--- config.mk ---
export PLATFORM = sky130hd
export DESIGN_NAME = mem_req_subsys
export DESIGN_NICKNAME = d
export VERILOG_FILES = /design/src/hdl/mem_req_pkg.sv /design/src/hdl/mem_req_subsys.sv /design/src/hdl/tracker_apb_regs.sv /design/src/hdl/mem_responder.sv /design/src/hdl/active_req_tracker.sv /design/src/hdl/resp_fifo.sv
export VERILOG_INCLUDE_DIRS = /design/src /design/src/hdl
export SDC_FILE = /design/constraint.sdc
export NUM_CORES = 1
export LEC_CHECK = 0
export BUFFER_PORTS_ARGS = -buffer_cell sky130_fd_sc_hd__buf_2
export CAP_MARGIN = 30
export CORE_MARGIN = 1.5
export CORE_UTILIZATION = 50
export CTS_CLUSTER_DIAMETER = 200
export DETAILED_ROUTE_END_ITERATION = 7
export GPL_ROUTABILITY_DRIVEN = 0
export GPL_TIMING_DRIVEN = 0
export PLACE_DENSITY = 0.63
export SLEW_MARGIN = 20
export SYNTH_ARGS = -nofsm -noshare
export SYNTH_HDL_FRONTEND = slang
export SYNTH_HIERARCHICAL = 1
export SYNTH_SLANG_ARGS = --single-unit
--- constraint.sdc ---
create_clock -name clk -period 5.41 [get_ports clk]
set_input_delay 0.2705 -clock clk [delete_from_list [all_inputs] [get_ports clk]]
set_output_delay 0.2705 -clock clk [all_outputs]
set_load 0.05 [all_outputs]
--- src/hdl/mem_req_params.svh ---
/*
 * Limits, FIFO sizing and register offsets for the memory request path.
 * The line counters hold one more bit than MAX_ACTIVE_LINES needs.
 * Register offsets are byte addresses on a 5-bit APB address.
 */
`ifndef MEM_REQ_PARAMS_SVH
`define MEM_REQ_PARAMS_SVH

// Design limits of work in flight
`define MAX_ACTIVE_LINES 64
`define MAX_ACTIVE_FENCES 8

// Response FIFOs raise almost-full with this many entries still free
`define RESP_FIFO_DEPTH 16
`define ALMOST_FULL_SLACK 4

// APB register map of the tracker
`define REG_STATUS 5'h00
`define REG_C0_LINES 5'h04
`define REG_C1_LINES 5'h08
`define REG_FENCES 5'h0C
`define REG_CONTROL 5'h10

`endif
--- src/hdl/mem_req_pkg.sv ---
/*
 * Channel records, FIFO payloads and APB records of the request path.
 * Payloads carry tags only. No memory data is modelled.
 */
package mem_req_pkg;

    `include "mem_req_params.svh"

    typedef logic [15:0] tag_t;

    // Counters are one bit wider than the limits require
    typedef logic [$clog2(`MAX_ACTIVE_LINES):0] line_cnt_t;
    typedef logic [$clog2(`MAX_ACTIVE_FENCES):0] fence_cnt_t;

    // Read request of one to four lines, cl_len is the line count minus one
    typedef struct packed {
        logic       valid;
        tag_t       tag;
        logic [1:0] cl_len;
    } c0_tx_t;

    // One read response per line
    typedef struct packed {
        logic       valid;
        tag_t       tag;
        logic [1:0] cl_num;
    } c0_rx_t;

    typedef struct packed {
        logic valid;
        logic is_fence;
        tag_t tag;
    } c1_tx_t;

    // With format set the response is packed and cl_num is the covered line count minus one
    typedef struct packed {
        logic       valid;
        logic       is_fence;
        logic       format;
        logic [1:0] cl_num;
        tag_t       tag;
    } c1_rx_t;

    typedef struct packed {
        tag_t       tag;
        logic [1:0] cl_len;
    } rd_entry_t;

    typedef struct packed {
        logic is_fence;
        tag_t tag;
    } wr_entry_t;

    typedef struct packed {
        logic        psel;
        logic        penable;
        logic        pwrite;
        logic [4:0]  paddr;
        logic [31:0] pwdata;
    } apb_req_t;

    typedef struct packed {
        logic [31:0] prdata;
        logic        pready;
        logic        pslverr;
    } apb_rsp_t;

    typedef struct packed {
        logic       c0_not_empty;
        logic       c1_not_empty;
        line_cnt_t  c0_lines;
        line_cnt_t  c1_lines;
        fence_cnt_t fences;
    } active_counts_t;

endpackage

--- src/hdl/mem_req_subsys.sv ---
`timescale 1ns/1ps
/*
 * Memory request path with responder, request tracker and APB registers.
 * The master must hold off a channel while its almost-full is high.
 */
module mem_req_subsys
(
    input  logic                  clk,
    input  logic                  reset,
    input  mem_req_pkg::c0_tx_t   c0_tx,
    input  mem_req_pkg::c1_tx_t   c1_tx,
    input  mem_req_pkg::apb_req_t apb_req,
    output mem_req_pkg::c0_rx_t   c0_rx,
    output mem_req_pkg::c1_rx_t   c1_rx,
    output logic                  c0_almost_full,
    output logic                  c1_almost_full,
    output mem_req_pkg::apb_rsp_t apb_rsp
);

    import mem_req_pkg::*;

    active_counts_t counts;
    logic pause;

    mem_responder mem_responder_inst
    (
        .clk(clk),
        .reset(reset),
        .c0_tx(c0_tx),
        .c1_tx(c1_tx),
        .pause(pause),
        .c0_rx(c0_rx),
        .c1_rx(c1_rx),
        .c0_almost_full(c0_almost_full),
        .c1_almost_full(c1_almost_full)
    );

    // The tracker watches the same channels that the responder serves
    active_req_tracker active_req_tracker_inst
    (
        .clk(clk),
        .reset(reset),
        .c0_tx(c0_tx),
        .c1_tx(c1_tx),
        .c0_rx(c0_rx),
        .c1_rx(c1_rx),
        .counts(counts)
    );

    tracker_apb_regs tracker_apb_regs_inst
    (
        .clk(clk),
        .reset(reset),
        .apb_req(apb_req),
        .counts(counts),
        .apb_rsp(apb_rsp),
        .pause(pause)
    );

endmodule

--- src/hdl/tracker_apb_regs.sv ---
`timescale 1ns/1ps
/*
 * APB register port of the tracker with no wait states.
 * Only the pause bit of REG_CONTROL is writable.
 * Unmapped offsets answer with pslverr in the access phase.
 */
`include "mem_req_params.svh"

module tracker_apb_regs
(
    input  logic                        clk,
    input  logic                        reset,
    input  mem_req_pkg::apb_req_t       apb_req,
    input  mem_req_pkg::active_counts_t counts,
    output mem_req_pkg::apb_rsp_t       apb_rsp,
    output logic                        pause
);

    import mem_req_pkg::*;

    logic access;
    logic mapped;
    logic [31:0] rd_data;

    // Access phase of a transfer
    assign access = apb_req.psel && apb_req.penable;

    always_comb
    begin
        mapped = 1'b1;
        rd_data = 32'd0;
        case (apb_req.paddr)
            `REG_STATUS:   rd_data = {30'd0, counts.c1_not_empty, counts.c0_not_empty};
            `REG_C0_LINES: rd_data = 32'(counts.c0_lines);
            `REG_C1_LINES: rd_data = 32'(counts.c1_lines);
            `REG_FENCES:   rd_data = 32'(counts.fences);
            `REG_CONTROL:  rd_data = {31'd0, pause};
            default:       mapped = 1'b0;
        endcase
    end

    assign apb_rsp.prdata = (access && !apb_req.pwrite) ? rd_data : 32'd0;
    assign apb_rsp.pready = access;
    assign apb_rsp.pslverr = access && !mapped;

    // Writes to the read-only counters fall through and are dropped
    always_ff @(posedge clk)
    begin
        if (reset)
        begin
            pause <= 1'b0;
        end
        else if (access && apb_req.pwrite && (apb_req.paddr == `REG_CONTROL))
        begin
            pause <= apb_req.pwdata[0];
        end
    end

endmodule

--- src/hdl/mem_responder.sv ---
`timescale 1ns/1ps
/*
 * Answers read and write requests with tag-only responses.
 * Requests must stop while the matching almost-full is high.
 * Pause halts all responses but requests are still queued.
 */
module mem_responder
(
    input  logic                clk,
    input  logic                reset,
    input  mem_req_pkg::c0_tx_t c0_tx,
    input  mem_req_pkg::c1_tx_t c1_tx,
    input  logic                pause,
    output mem_req_pkg::c0_rx_t c0_rx,
    output mem_req_pkg::c1_rx_t c1_rx,
    output logic                c0_almost_full,
    output logic                c1_almost_full
);

    import mem_req_pkg::*;

    // Largest number of write lines covered by one packed response
    localparam int MAX_GROUP = 4;

    rd_entry_t rd_push_data;
    rd_entry_t rd_head;
    logic rd_empty;
    logic rd_pop;

    wr_entry_t wr_push_data;
    wr_entry_t wr_head;
    logic wr_empty;
    logic wr_pop;

    // Read side state
    logic [1:0] rd_age;
    logic [1:0] rd_beat;
    logic rd_issue;

    // Write grouping state
    logic [2:0] grp_cnt;
    tag_t grp_tag;
    logic grp_add;
    logic grp_emit;
    logic fence_emit;

    // Requests enter their FIFO in the cycle they arrive
    assign rd_push_data = '{tag: c0_tx.tag, cl_len: c0_tx.cl_len};
    assign wr_push_data = '{is_fence: c1_tx.is_fence, tag: c1_tx.tag};

    resp_fifo #(.entry_t(rd_entry_t)) rd_fifo_inst
    (
        .clk(clk),
        .reset(reset),
        .push(c0_tx.valid),
        .push_data(rd_push_data),
        .pop(rd_pop),
        .head(rd_head),
        .empty(rd_empty),
        .almost_full(c0_almost_full)
    );

    resp_fifo #(.entry_t(wr_entry_t)) wr_fifo_inst
    (
        .clk(clk),
        .reset(reset),
        .push(c1_tx.valid),
        .push_data(wr_push_data),
        .pop(wr_pop),
        .head(wr_head),
        .empty(wr_empty),
        .almost_full(c1_almost_full)
    );

    // The head read may only answer once the age stage has filled
    assign rd_issue = !pause && !rd_empty && rd_age[1];

    // The last beat of the head entry retires it
    assign rd_pop = rd_issue && (rd_beat == rd_head.cl_len);

    always_ff @(posedge clk)
    begin
        if (reset)
        begin
            rd_age <= 2'b00;
            rd_beat <= 2'd0;
            c0_rx.valid <= 1'b0;
        end
        else
        begin
            // Age restarts whenever the read FIFO drains
            rd_age <= rd_empty ? 2'b00 : {rd_age[0], 1'b1};
            c0_rx.valid <= rd_issue;
            if (rd_pop)
            begin
                rd_beat <= 2'd0;
            end
            else if (rd_issue)
            begin
                rd_beat <= rd_beat + 2'd1;
            end
        end
    end

    always_ff @(posedge clk)
    begin
        c0_rx.tag <= rd_head.tag;
        c0_rx.cl_num <= rd_beat;
    end

    // Writes at the head join the open group until a fence or a full group
    assign grp_add = !pause && !wr_empty && !wr_head.is_fence &&
                     (grp_cnt != 3'(MAX_GROUP));

    // The group is answered when nothing more can join it
    assign grp_emit = !pause && (grp_cnt != 3'd0) &&
                      (wr_empty || wr_head.is_fence || (grp_cnt == 3'(MAX_GROUP)));

    // A fence waits until every earlier write group has been answered
    assign fence_emit = !pause && !wr_empty && wr_head.is_fence && (grp_cnt == 3'd0);

    assign wr_pop = grp_add || fence_emit;

    always_ff @(posedge clk)
    begin
        if (reset)
        begin
            grp_cnt <= 3'd0;
            c1_rx.valid <= 1'b0;
        end
        else
        begin
            if (grp_emit)
            begin
                grp_cnt <= 3'd0;
            end
            else if (grp_add)
            begin
                grp_cnt <= grp_cnt + 3'd1;
            end
            c1_rx.valid <= grp_emit || fence_emit;
        end
    end

    always_ff @(posedge clk)
    begin
        // The first write of a group names the packed response
        if (grp_add && (grp_cnt == 3'd0))
        begin
            grp_tag <= wr_head.tag;
        end
        c1_rx.is_fence <= fence_emit;
        c1_rx.format <= grp_emit && (grp_cnt > 3'd1);
        c1_rx.cl_num <= fence_emit ? 2'd0 : 2'(grp_cnt - 3'd1);
        c1_rx.tag <= fence_emit ? wr_head.tag : grp_tag;
    end

endmodule

--- src/hdl/active_req_tracker.sv ---
`timescale 1ns/1ps
/*
 * Watches both request channels and counts lines in flight and open fences.
 * Counts are taken at the channel edge, so they may exceed the design limit.
 * Results appear one clock after the request or response is seen.
 */
module active_req_tracker
(
    input  logic                        clk,
    input  logic                        reset,
    input  mem_req_pkg::c0_tx_t         c0_tx,
    input  mem_req_pkg::c1_tx_t         c1_tx,
    input  mem_req_pkg::c0_rx_t         c0_rx,
    input  mem_req_pkg::c1_rx_t         c1_rx,
    output mem_req_pkg::active_counts_t counts
);

    import mem_req_pkg::*;

    // Per-cycle changes, wide enough for a four-line request or packed response
    logic [2:0] c0_incr;
    logic c0_decr;
    logic c1_incr;
    logic [2:0] c1_decr;
    logic fence_req;
    logic fence_rsp;

    always_comb
    begin
        // A read request adds cl_len plus one lines
        if (c0_tx.valid)
        begin
            c0_incr = 3'd1 + 3'(c0_tx.cl_len);
        end
        else
        begin
            c0_incr = 3'd0;
        end
        c0_decr = c0_rx.valid;

        c1_incr = c1_tx.valid && !c1_tx.is_fence;
        fence_req = c1_tx.valid && c1_tx.is_fence;
        fence_rsp = c1_rx.valid && c1_rx.is_fence;

        if (c1_rx.valid && !c1_rx.is_fence)
        begin
            if (c1_rx.format)
            begin
                // A packed response retires several lines at once
                c1_decr = 3'd1 + 3'(c1_rx.cl_num);
            end
            else
            begin
                c1_decr = 3'd1;
            end
        end
        else
        begin
            c1_decr = 3'd0;
        end
    end

    always_ff @(posedge clk)
    begin
        // Not-empty also covers a request that arrives in this cycle
        counts.c0_not_empty <= c0_tx.valid || (|counts.c0_lines);
        counts.c1_not_empty <= c1_incr || (|counts.c1_lines);

        counts.c0_lines <= counts.c0_lines + line_cnt_t'(c0_incr) - line_cnt_t'(c0_decr);
        counts.c1_lines <= counts.c1_lines + line_cnt_t'(c1_incr) - line_cnt_t'(c1_decr);

        if (reset)
        begin
            counts.c0_not_empty <= 1'b0;
            counts.c1_not_empty <= 1'b0;
            counts.c0_lines <= '0;
            counts.c1_lines <= '0;
        end
    end

    // A fence request and a fence response in one cycle leave the count alone
    always_ff @(posedge clk)
    begin
        if (fence_req && !fence_rsp)
        begin
            counts.fences <= counts.fences + fence_cnt_t'(1);
        end
        else if (!fence_req && fence_rsp)
        begin
            counts.fences <= counts.fences - fence_cnt_t'(1);
        end

        if (reset)
        begin
            counts.fences <= '0;
        end
    end

endmodule

--- src/hdl/resp_fifo.sv ---
`timescale 1ns/1ps
/*
 * Circular buffer of `RESP_FIFO_DEPTH entries of any packed type.
 * Almost-full is registered, so a writer sees it one cycle late.
 * A push into a full FIFO or a pop from an empty one is dropped.
 */
`include "mem_req_params.svh"

module resp_fifo
#(
    parameter type entry_t = logic [15:0]
)
(
    input  logic   clk,
    input  logic   reset,
    input  logic   push,
    input  entry_t push_data,
    input  logic   pop,
    output entry_t head,
    output logic   empty,
    output logic   almost_full
);

    localparam int DEPTH = `RESP_FIFO_DEPTH;
    localparam int PTR_W = $clog2(DEPTH);

    entry_t mem [DEPTH];

    logic [PTR_W-1:0] wr_ptr;
    logic [PTR_W-1:0] rd_ptr;
    logic [PTR_W:0] count;
    logic [PTR_W:0] count_next;
    logic do_push;
    logic do_pop;

    assign do_push = push && (count != (PTR_W+1)'(DEPTH));
    assign do_pop = pop && !empty;
    assign empty = (count == '0);
    assign head = mem[rd_ptr];

    assign count_next = count + (PTR_W+1)'(do_push) - (PTR_W+1)'(do_pop);

    // Storage has no reset, only the pointers and level do
    always_ff @(posedge clk)
    begin
        if (do_push)
        begin
            mem[wr_ptr] <= push_data;
        end
    end

    always_ff @(posedge clk)
    begin
        if (reset)
        begin
            wr_ptr <= '0;
            rd_ptr <= '0;
            count <= '0;
            almost_full <= 1'b0;
        end
        else
        begin
            wr_ptr <= wr_ptr + PTR_W'(do_push);
            rd_ptr <= rd_ptr + PTR_W'(do_pop);
            count <= count_next;
            // Raised with ALMOST_FULL_SLACK entries free to absorb the flag delay
            almost_full <= (count_next >= (PTR_W+1)'(DEPTH - `ALMOST_FULL_SLACK));
        end
    end

endmodule

# [Yosys cells after proc, flatten, opt, wreduce, memory -nomap -nowiden]
# Memories as Yosys holds them, arrays and structs flattened. A register that Yosys moved wholly into a read port is not among the register bits.
# Index checks and enable logic that the tools add are counted.
[word_totals] reg_bits=112 ram_bits=560 mem_count=2 out_inout_bits=76
[mem_list] name="mem_responder_inst.rd_fifo_inst.mem" words=16 width=18 read_ports=1 rd_ports_with_merged_regs=1 wr=1 line_no="resp_fifo.sv:27" source="entry_t mem [DEPTH];"
[mem_list] name="mem_responder_inst.wr_fifo_inst.mem" words=16 width=17 read_ports=1 rd_ports_with_merged_regs=1 wr=1 line_no="resp_fifo.sv:27"
[classes] n_eq_ne=9 n_addsub=19 order_cmp=3 n_reduce_logical=55 muxes=16
[ops] operator="$pmux W7 S5" n=1
[ops] operator="$logic_and A1 B1 Y1" n=27
[ops] operator="$add A4 B1 Y4" n=4
[ops] operator="$mux W16" n=1
[ops] operator="$mux W4" n=4
[ops] operator="$logic_not A5 Y1" n=3
[ops] operator="$reduce_or A7 Y1" n=2
[ops] operator="$add A5 B1 Y5" n=2
[ops] operator="$eq A5 B4 Y1 const B" n=2
[ops] operator="$ge A5 B4 Y1 const B" n=2
[ops] operator="$logic_not A1 Y1" n=10
[ops] operator="$ne A5 B5 Y1 const B" n=2
[ops] operator="$sub A5 B1 Y5" n=2
[ops] operator="$mux W3" n=3
[ops] operator="$add A7 B1 Y7" n=1
[ops] operator="$add A7 B3 Y7" n=1
[ops] operator="$mux W7" n=1
[ops] operator="$sub A7 B1 Y7" n=1
[ops] operator="$sub A7 B3 Y7" n=1
[ops] operator="$add A1 B2 Y3 const A" n=2
[ops] operator="$logic_or A1 B1 Y1" n=6
[ops] operator="$mux W1" n=6
[ops] operator="$reduce_or A2 Y1" n=3
[ops] operator="$eq A5 B3 Y1 const B" n=1
[ops] operator="14 further kinds" n=14

# [Depth between registers and ports, before layout]
[logic_depth] ltp_word=9 ltp_mapped=20 depth_no_buf=17

# [Modules after synthesis]
# The synthesis kept the hierarchy.
[modules_own_cells] module="resp_fifo (mem_responder_inst.rd_fifo_inst)" n_inst=1 area_each_um2=11643.7 cells_each=537
[modules_own_cells] module="resp_fifo (mem_responder_inst.wr_fifo_inst)" n_inst=1 area_each_um2=10989.3 cells_each=513
[modules_own_cells] module="mem_responder" n_inst=1 area_each_um2=1980.6 cells_each=130
[modules_own_cells] module="active_req_tracker" n_inst=1 area_each_um2=1482.7 cells_each=169
[modules_own_cells] module="tracker_apb_regs" n_inst=1 area_each_um2=513.0 cells_each=66

# [Worst setup path before layout]
# OpenSTA, ideal clock, no wires.
[synth_path] kind="flip-flop to flip-flop" start="reg mem_responder_inst/wr_fifo_inst/rd_ptr[0] (netlist name)" end="reg mem_responder_inst.wr_fifo_inst.almost_full" synth_period_minus_slack_ns=3.868 arrival_ns=3.789 path_buffers=3 setup_time_ns=0.079 stages_incl_launch_ff=19 path_slack_ns=1.542 path_cell_list="dfxtp_1 -> buf_6 -> buf_2 -> mux4_2 -> a22oi_1 -> nand2_1 -> nand2b_1 -> nor3b_4 -> buf_6 -> or2_2 -> nor2b_1 -> ha_1 -> inv_1 -> ha_1 -> inv_1 -> fa_1 -> xor2_1 -> or2_2 -> o211ai_1"
[synth_lines] element="end signal, assigned" line_no="resp_fifo.sv:67" source="almost_full <= (count_next >= (PTR_W+1)'(DEPTH - `ALMOST_FULL_SLACK));"
[synth_lines] element="end, declared" line_no="resp_fifo.sv:21" source="output logic almost_full"

==> out/qor.csv <==
stage,metric,value,unit
routing,DR DRC count,0,
synth,Synth Warn #,6,
clock_network,clk slew on worst S/H paths,0.06,ns
global_route,vias in the first global route,13500,
placement,IO buf count,96,
run_status,outcome,"complete, no violations",
synth,Synth area leaders,"edfxtp_1 (65%), mux4_2 (10%), dfxtp_1 (7.2%), ha_1 (2.3%), a22oi_1 (2.1%)",
finish,Area growth syn-to-layout,15.4,%
synth,post-synthesis compound-gate area fraction,3.82,%
synth,Yosys cell types,79,
synth,top cell type by total area after synthesis,edfxtp_1,
synth,"Seq/Total Area, Yosys",72.2,%
global_route,global route overflow,0,
worst_setup_path,Setup crit end kind,flip-flop,
power_and_ir_drop,Pwr Density,463,nW/um^2
synth,Mapped Cells,1415,
power_and_ir_drop,Max VDD drop,0.000430,V
timing,"Slew Viols, Final",0,
routing,antenna-violating nets left,0,
synth,xor/xnor share of the synthesized area,0.724,%
power_and_ir_drop,Leak,0.0104,uW
timing,Max-slew headroom,35.4,%
synth,Post-synth EDFFs,576,
clock_network,postcts setup bufs,0,
synth,Post-Syn Area,26600,um^2
finish,utilization after layout,58.4,%
synth,share of the synthesized area in the top cell type,65.0,%
routing,DR pass1 iterations,5,
worst_setup_path,Setup crit start kind,flip-flop,
synth,ys async rst share,0,%
timing,worst hold slack,0.0449,ns
die,die area,54600,um^2
routing,DR vias,13400,
clock_network,buffer depth of the longest clock path,3,
synth,top_reg_cell synth,edfxtp_1,
timing,min Tclk post-route,4.63,ns
timing,final-report setup violation count,0,
synth,largest family of logic cells by synthesized area,multiplexers,
worst_setup_path,critical path class,flip-flop to flip-flop,
die,initial core utilization,50.6,%
finish,NumNets Final,1759,
die,Ports,155,
global_route,global-route wire length before repair,82600,um
worst_hold_path,class of the worst hold path,input port to flip-flop,
timing,clock skew,0.0322,ns
clock_network,worst skew pair latency,0.61,ns
global_route,initial antenna violation count,2,
finish,layout cells sized above 1,27.4,%
die,Die Width,234,um
global_route,GRT Total Usage,20.7,%
synth,post-synthesis adder-cell area fraction,2.68,%
worst_setup_path,worst-path fanout max,10,
placement,placed cell areas,28400,um^2
finish,# diodes,0,
synth,syn_area_per_cell,18.8,um^2
clock_network,CTS HTree Levels,3,
timing,Final Hold Viols,0,
worst_setup_path,WP data required,5.87,ns
die,die height,234,um
timing,FMAX,0.216,GHz
routing,vias per cell,5.66,
clock_network,root buf cell,clkbuf_16,
timing,setup tns final,0,ns
routing,Avg WL per Cell,23.4,um
global_route,largest net degree at the start of global routing,24,
routing,drt initial violations,991,
timing,Tcrit/Tclk final,85.6,%
synth,"FF+latch count, synth",672,
clock_network,total CTS buffers,69,
timing,worst slew pin tran,0.970,ns
synth,most frequent cells after synthesis,"edfxtp_1 (576), mux4_2 (123), dfxtp_1 (96)",
die,area of the core,52600,um^2
timing,RSZ-0062 raised after global routing,no,
routing,Post-Route WL,55500,um
finish,"Design Area, Final",30700,um^2
synth,Post-Synth Simple-Gate Area,4.53,%
placement,Post-DP HPWL,35300,um
synth,mux contribution to synthesized area,13.1,%
worst_setup_path,Critical Path AT,5.09,ns
die,number of core rows,84,
synth,most numerous cell in the Yosys netlist,edfxtp_1,
job,max cap viols,0,
clock_network,Clock Sinks,672,
clock_network,CTS tree,built,
-- cell usage in the layout, fill, tap and decap left out, types with 6 or more instances in the layout --
cell type | netlist | layout
nor2_4 | 0 | 23
a31oi_1 | 6 | 6
mux4_1 | 17 | 17
conb_1 | 1 | 25
xnor2_1 | 13 | 13
nand3_1 | 11 | 11
clkinv_2 | 0 | 6
clkinv_1 | 0 | 11
clkbuf_8 | 0 | 6
nor3_2 | 1 | 9
dfxtp_1 | 96 | 96
clkbuf_1 | 25 | 48
a22oi_1 | 74 | 74
clkbuf_16 | 0 | 70
nand3b_1 | 6 | 6
a21oi_1 | 13 | 13
buf_6 | 10 | 16
buf_4 | 30 | 41
mux2_2 | 19 | 19
nor2_1 | 71 | 47
buf_2 | 12 | 108
nand2b_1 | 13 | 13
nor2b_1 | 24 | 24
ha_1 | 49 | 49
and2_1 | 8 | 8
nand2_1 | 51 | 51
edfxtp_1 | 576 | 576
inv_1 | 47 | 47
mux4_2 | 123 | 123
bufinv_16 | 0 | 6
nor3_1 | 19 | 11
xor2_1 | 9 | 9
-- worst max-delay path, cell delays in order, from the launching register on --
cell      delay (ns)
dfxtp_1         0.34
clkbuf_1        0.21
clkbuf_1        0.67
mux4_2          0.43
a22oi_1         0.20
nand2_1         0.18
nand2b_1        0.19
nor3b_4         0.08
buf_6           0.15
or2_2           0.28
nor2b_1         0.15
ha_1            0.29
inv_1           0.05
ha_1            0.16
inv_1           0.06
fa_1            0.43
nand2b_1        0.16
a21oi_1         0.19
or4b_1          0.17
o211ai_1        0.09
-- area by class of cell --
cell class / count / area, um^2
plain buffers: 86 / 576
fillers: 3923 / 21800
multi-input cells: 632 / 6940
clock inverters: 29 / 352
flip-flops and latches: 672 / 19200
well taps: 688 / 861
repair buffers: 116 / 666
inverters: 49 / 184
clock buffers: 99 / 1920
-- kinds of logic after synthesis --
kind of cell,count (synthesis)
multiplexers,165
flip-flops,672
adder cells (fa/ha/maj),54
AO/OA/AOI/OAI,133
XOR/XNOR,22
AND/OR/NAND/NOR,233
other,1
buffers and inverters,135
-- final timing paths --
path,start,endpoint,slack (ns),cells after the start
worst min register to register,mem_responder_inst/rd_beat[1]$_SDFFE_PP0P_,mem_responder_inst/c0_rx[1]$_DFF_P_,0.42,0
worst max-delay path,mem_responder_inst/wr_fifo_inst/rd_ptr[1]$_SDFF_PP0_,mem_responder_inst/wr_fifo_inst/almost_full$_SDFF_PP0_,0.78,19
worst min-delay path,c0_tx[16],mem_responder_inst/rd_fifo_inst/mem[13][16]$_DFFE_PP_,0.04,1
worst max register to register,mem_responder_inst/wr_fifo_inst/rd_ptr[1]$_SDFF_PP0_,mem_responder_inst/wr_fifo_inst/almost_full$_SDFF_PP0_,0.78,19
-- per-layer routing --
| metal | global-route usage [%] | share of wire [%] | vias up |
|---|---|---|---|
| li1 | - | - | 6035 |
| met1 | 27.6 | 42 | 6949 |
| met2 | 34.8 | 50 | 336 |
| met3 | 3.83 | 4.9 | 86 |
| met4 | 6.25 | 2.3 | 4 |
| met5 | 0 | 0.049 | - |
-- flip-flops by register name (all words and copies together) (netlist names) --
register,flops
active_req_tracker_inst/counts,20
mem_responder_inst/grp_cnt,3
tracker_apb_regs_inst/pause,1
mem_responder_inst/c0_rx,19
mem_responder_inst/rd_fifo_inst/wr_ptr,4
mem_responder_inst/wr_fifo_inst/count,5
mem_responder_inst/rd_fifo_inst/almost_full,1
mem_responder_inst/rd_fifo_inst/mem,288
mem_responder_inst/wr_fifo_inst/mem,272
mem_responder_inst/rd_beat,2
mem_responder_inst/grp_tag,16
mem_responder_inst/rd_fifo_inst/count,5
mem_responder_inst/c1_rx,21
mem_responder_inst/rd_fifo_inst/rd_ptr,4
mem_responder_inst/wr_fifo_inst/wr_ptr,4
mem_responder_inst/wr_fifo_inst/almost_full,1
mem_responder_inst/rd_age,2
mem_responder_inst/wr_fifo_inst/rd_ptr,4
-- per-stage QoR --
step | power (uW) | std cells | setup slack [ns]
2_1_floorplan | 8710 | 1439 | 1.54
3_3_place_gp | 9490 | 2223 | 0.882
3_5_place_dp | 9610 | 2241 | 0.822
4_1_cts | 14300 | 2371 | 0.781
5_1_grt | 14800 | 2371 | 0.502
6_report | 14200 | 2371 | 0.781
-- power by group --
part	switching [uW]	internal, uW
clock network	1940	2780
logic	1900	1320
registers	181	6090
total	4020	10200
-- what timing repair did --
action                                  CTS  global route
hold buffers                              2             0
endpoints found under the setup margin    0             0
gates resized for setup                   0             0
endpoints found under the hold margin     1             0
Power figures use the tool's default switching activity.
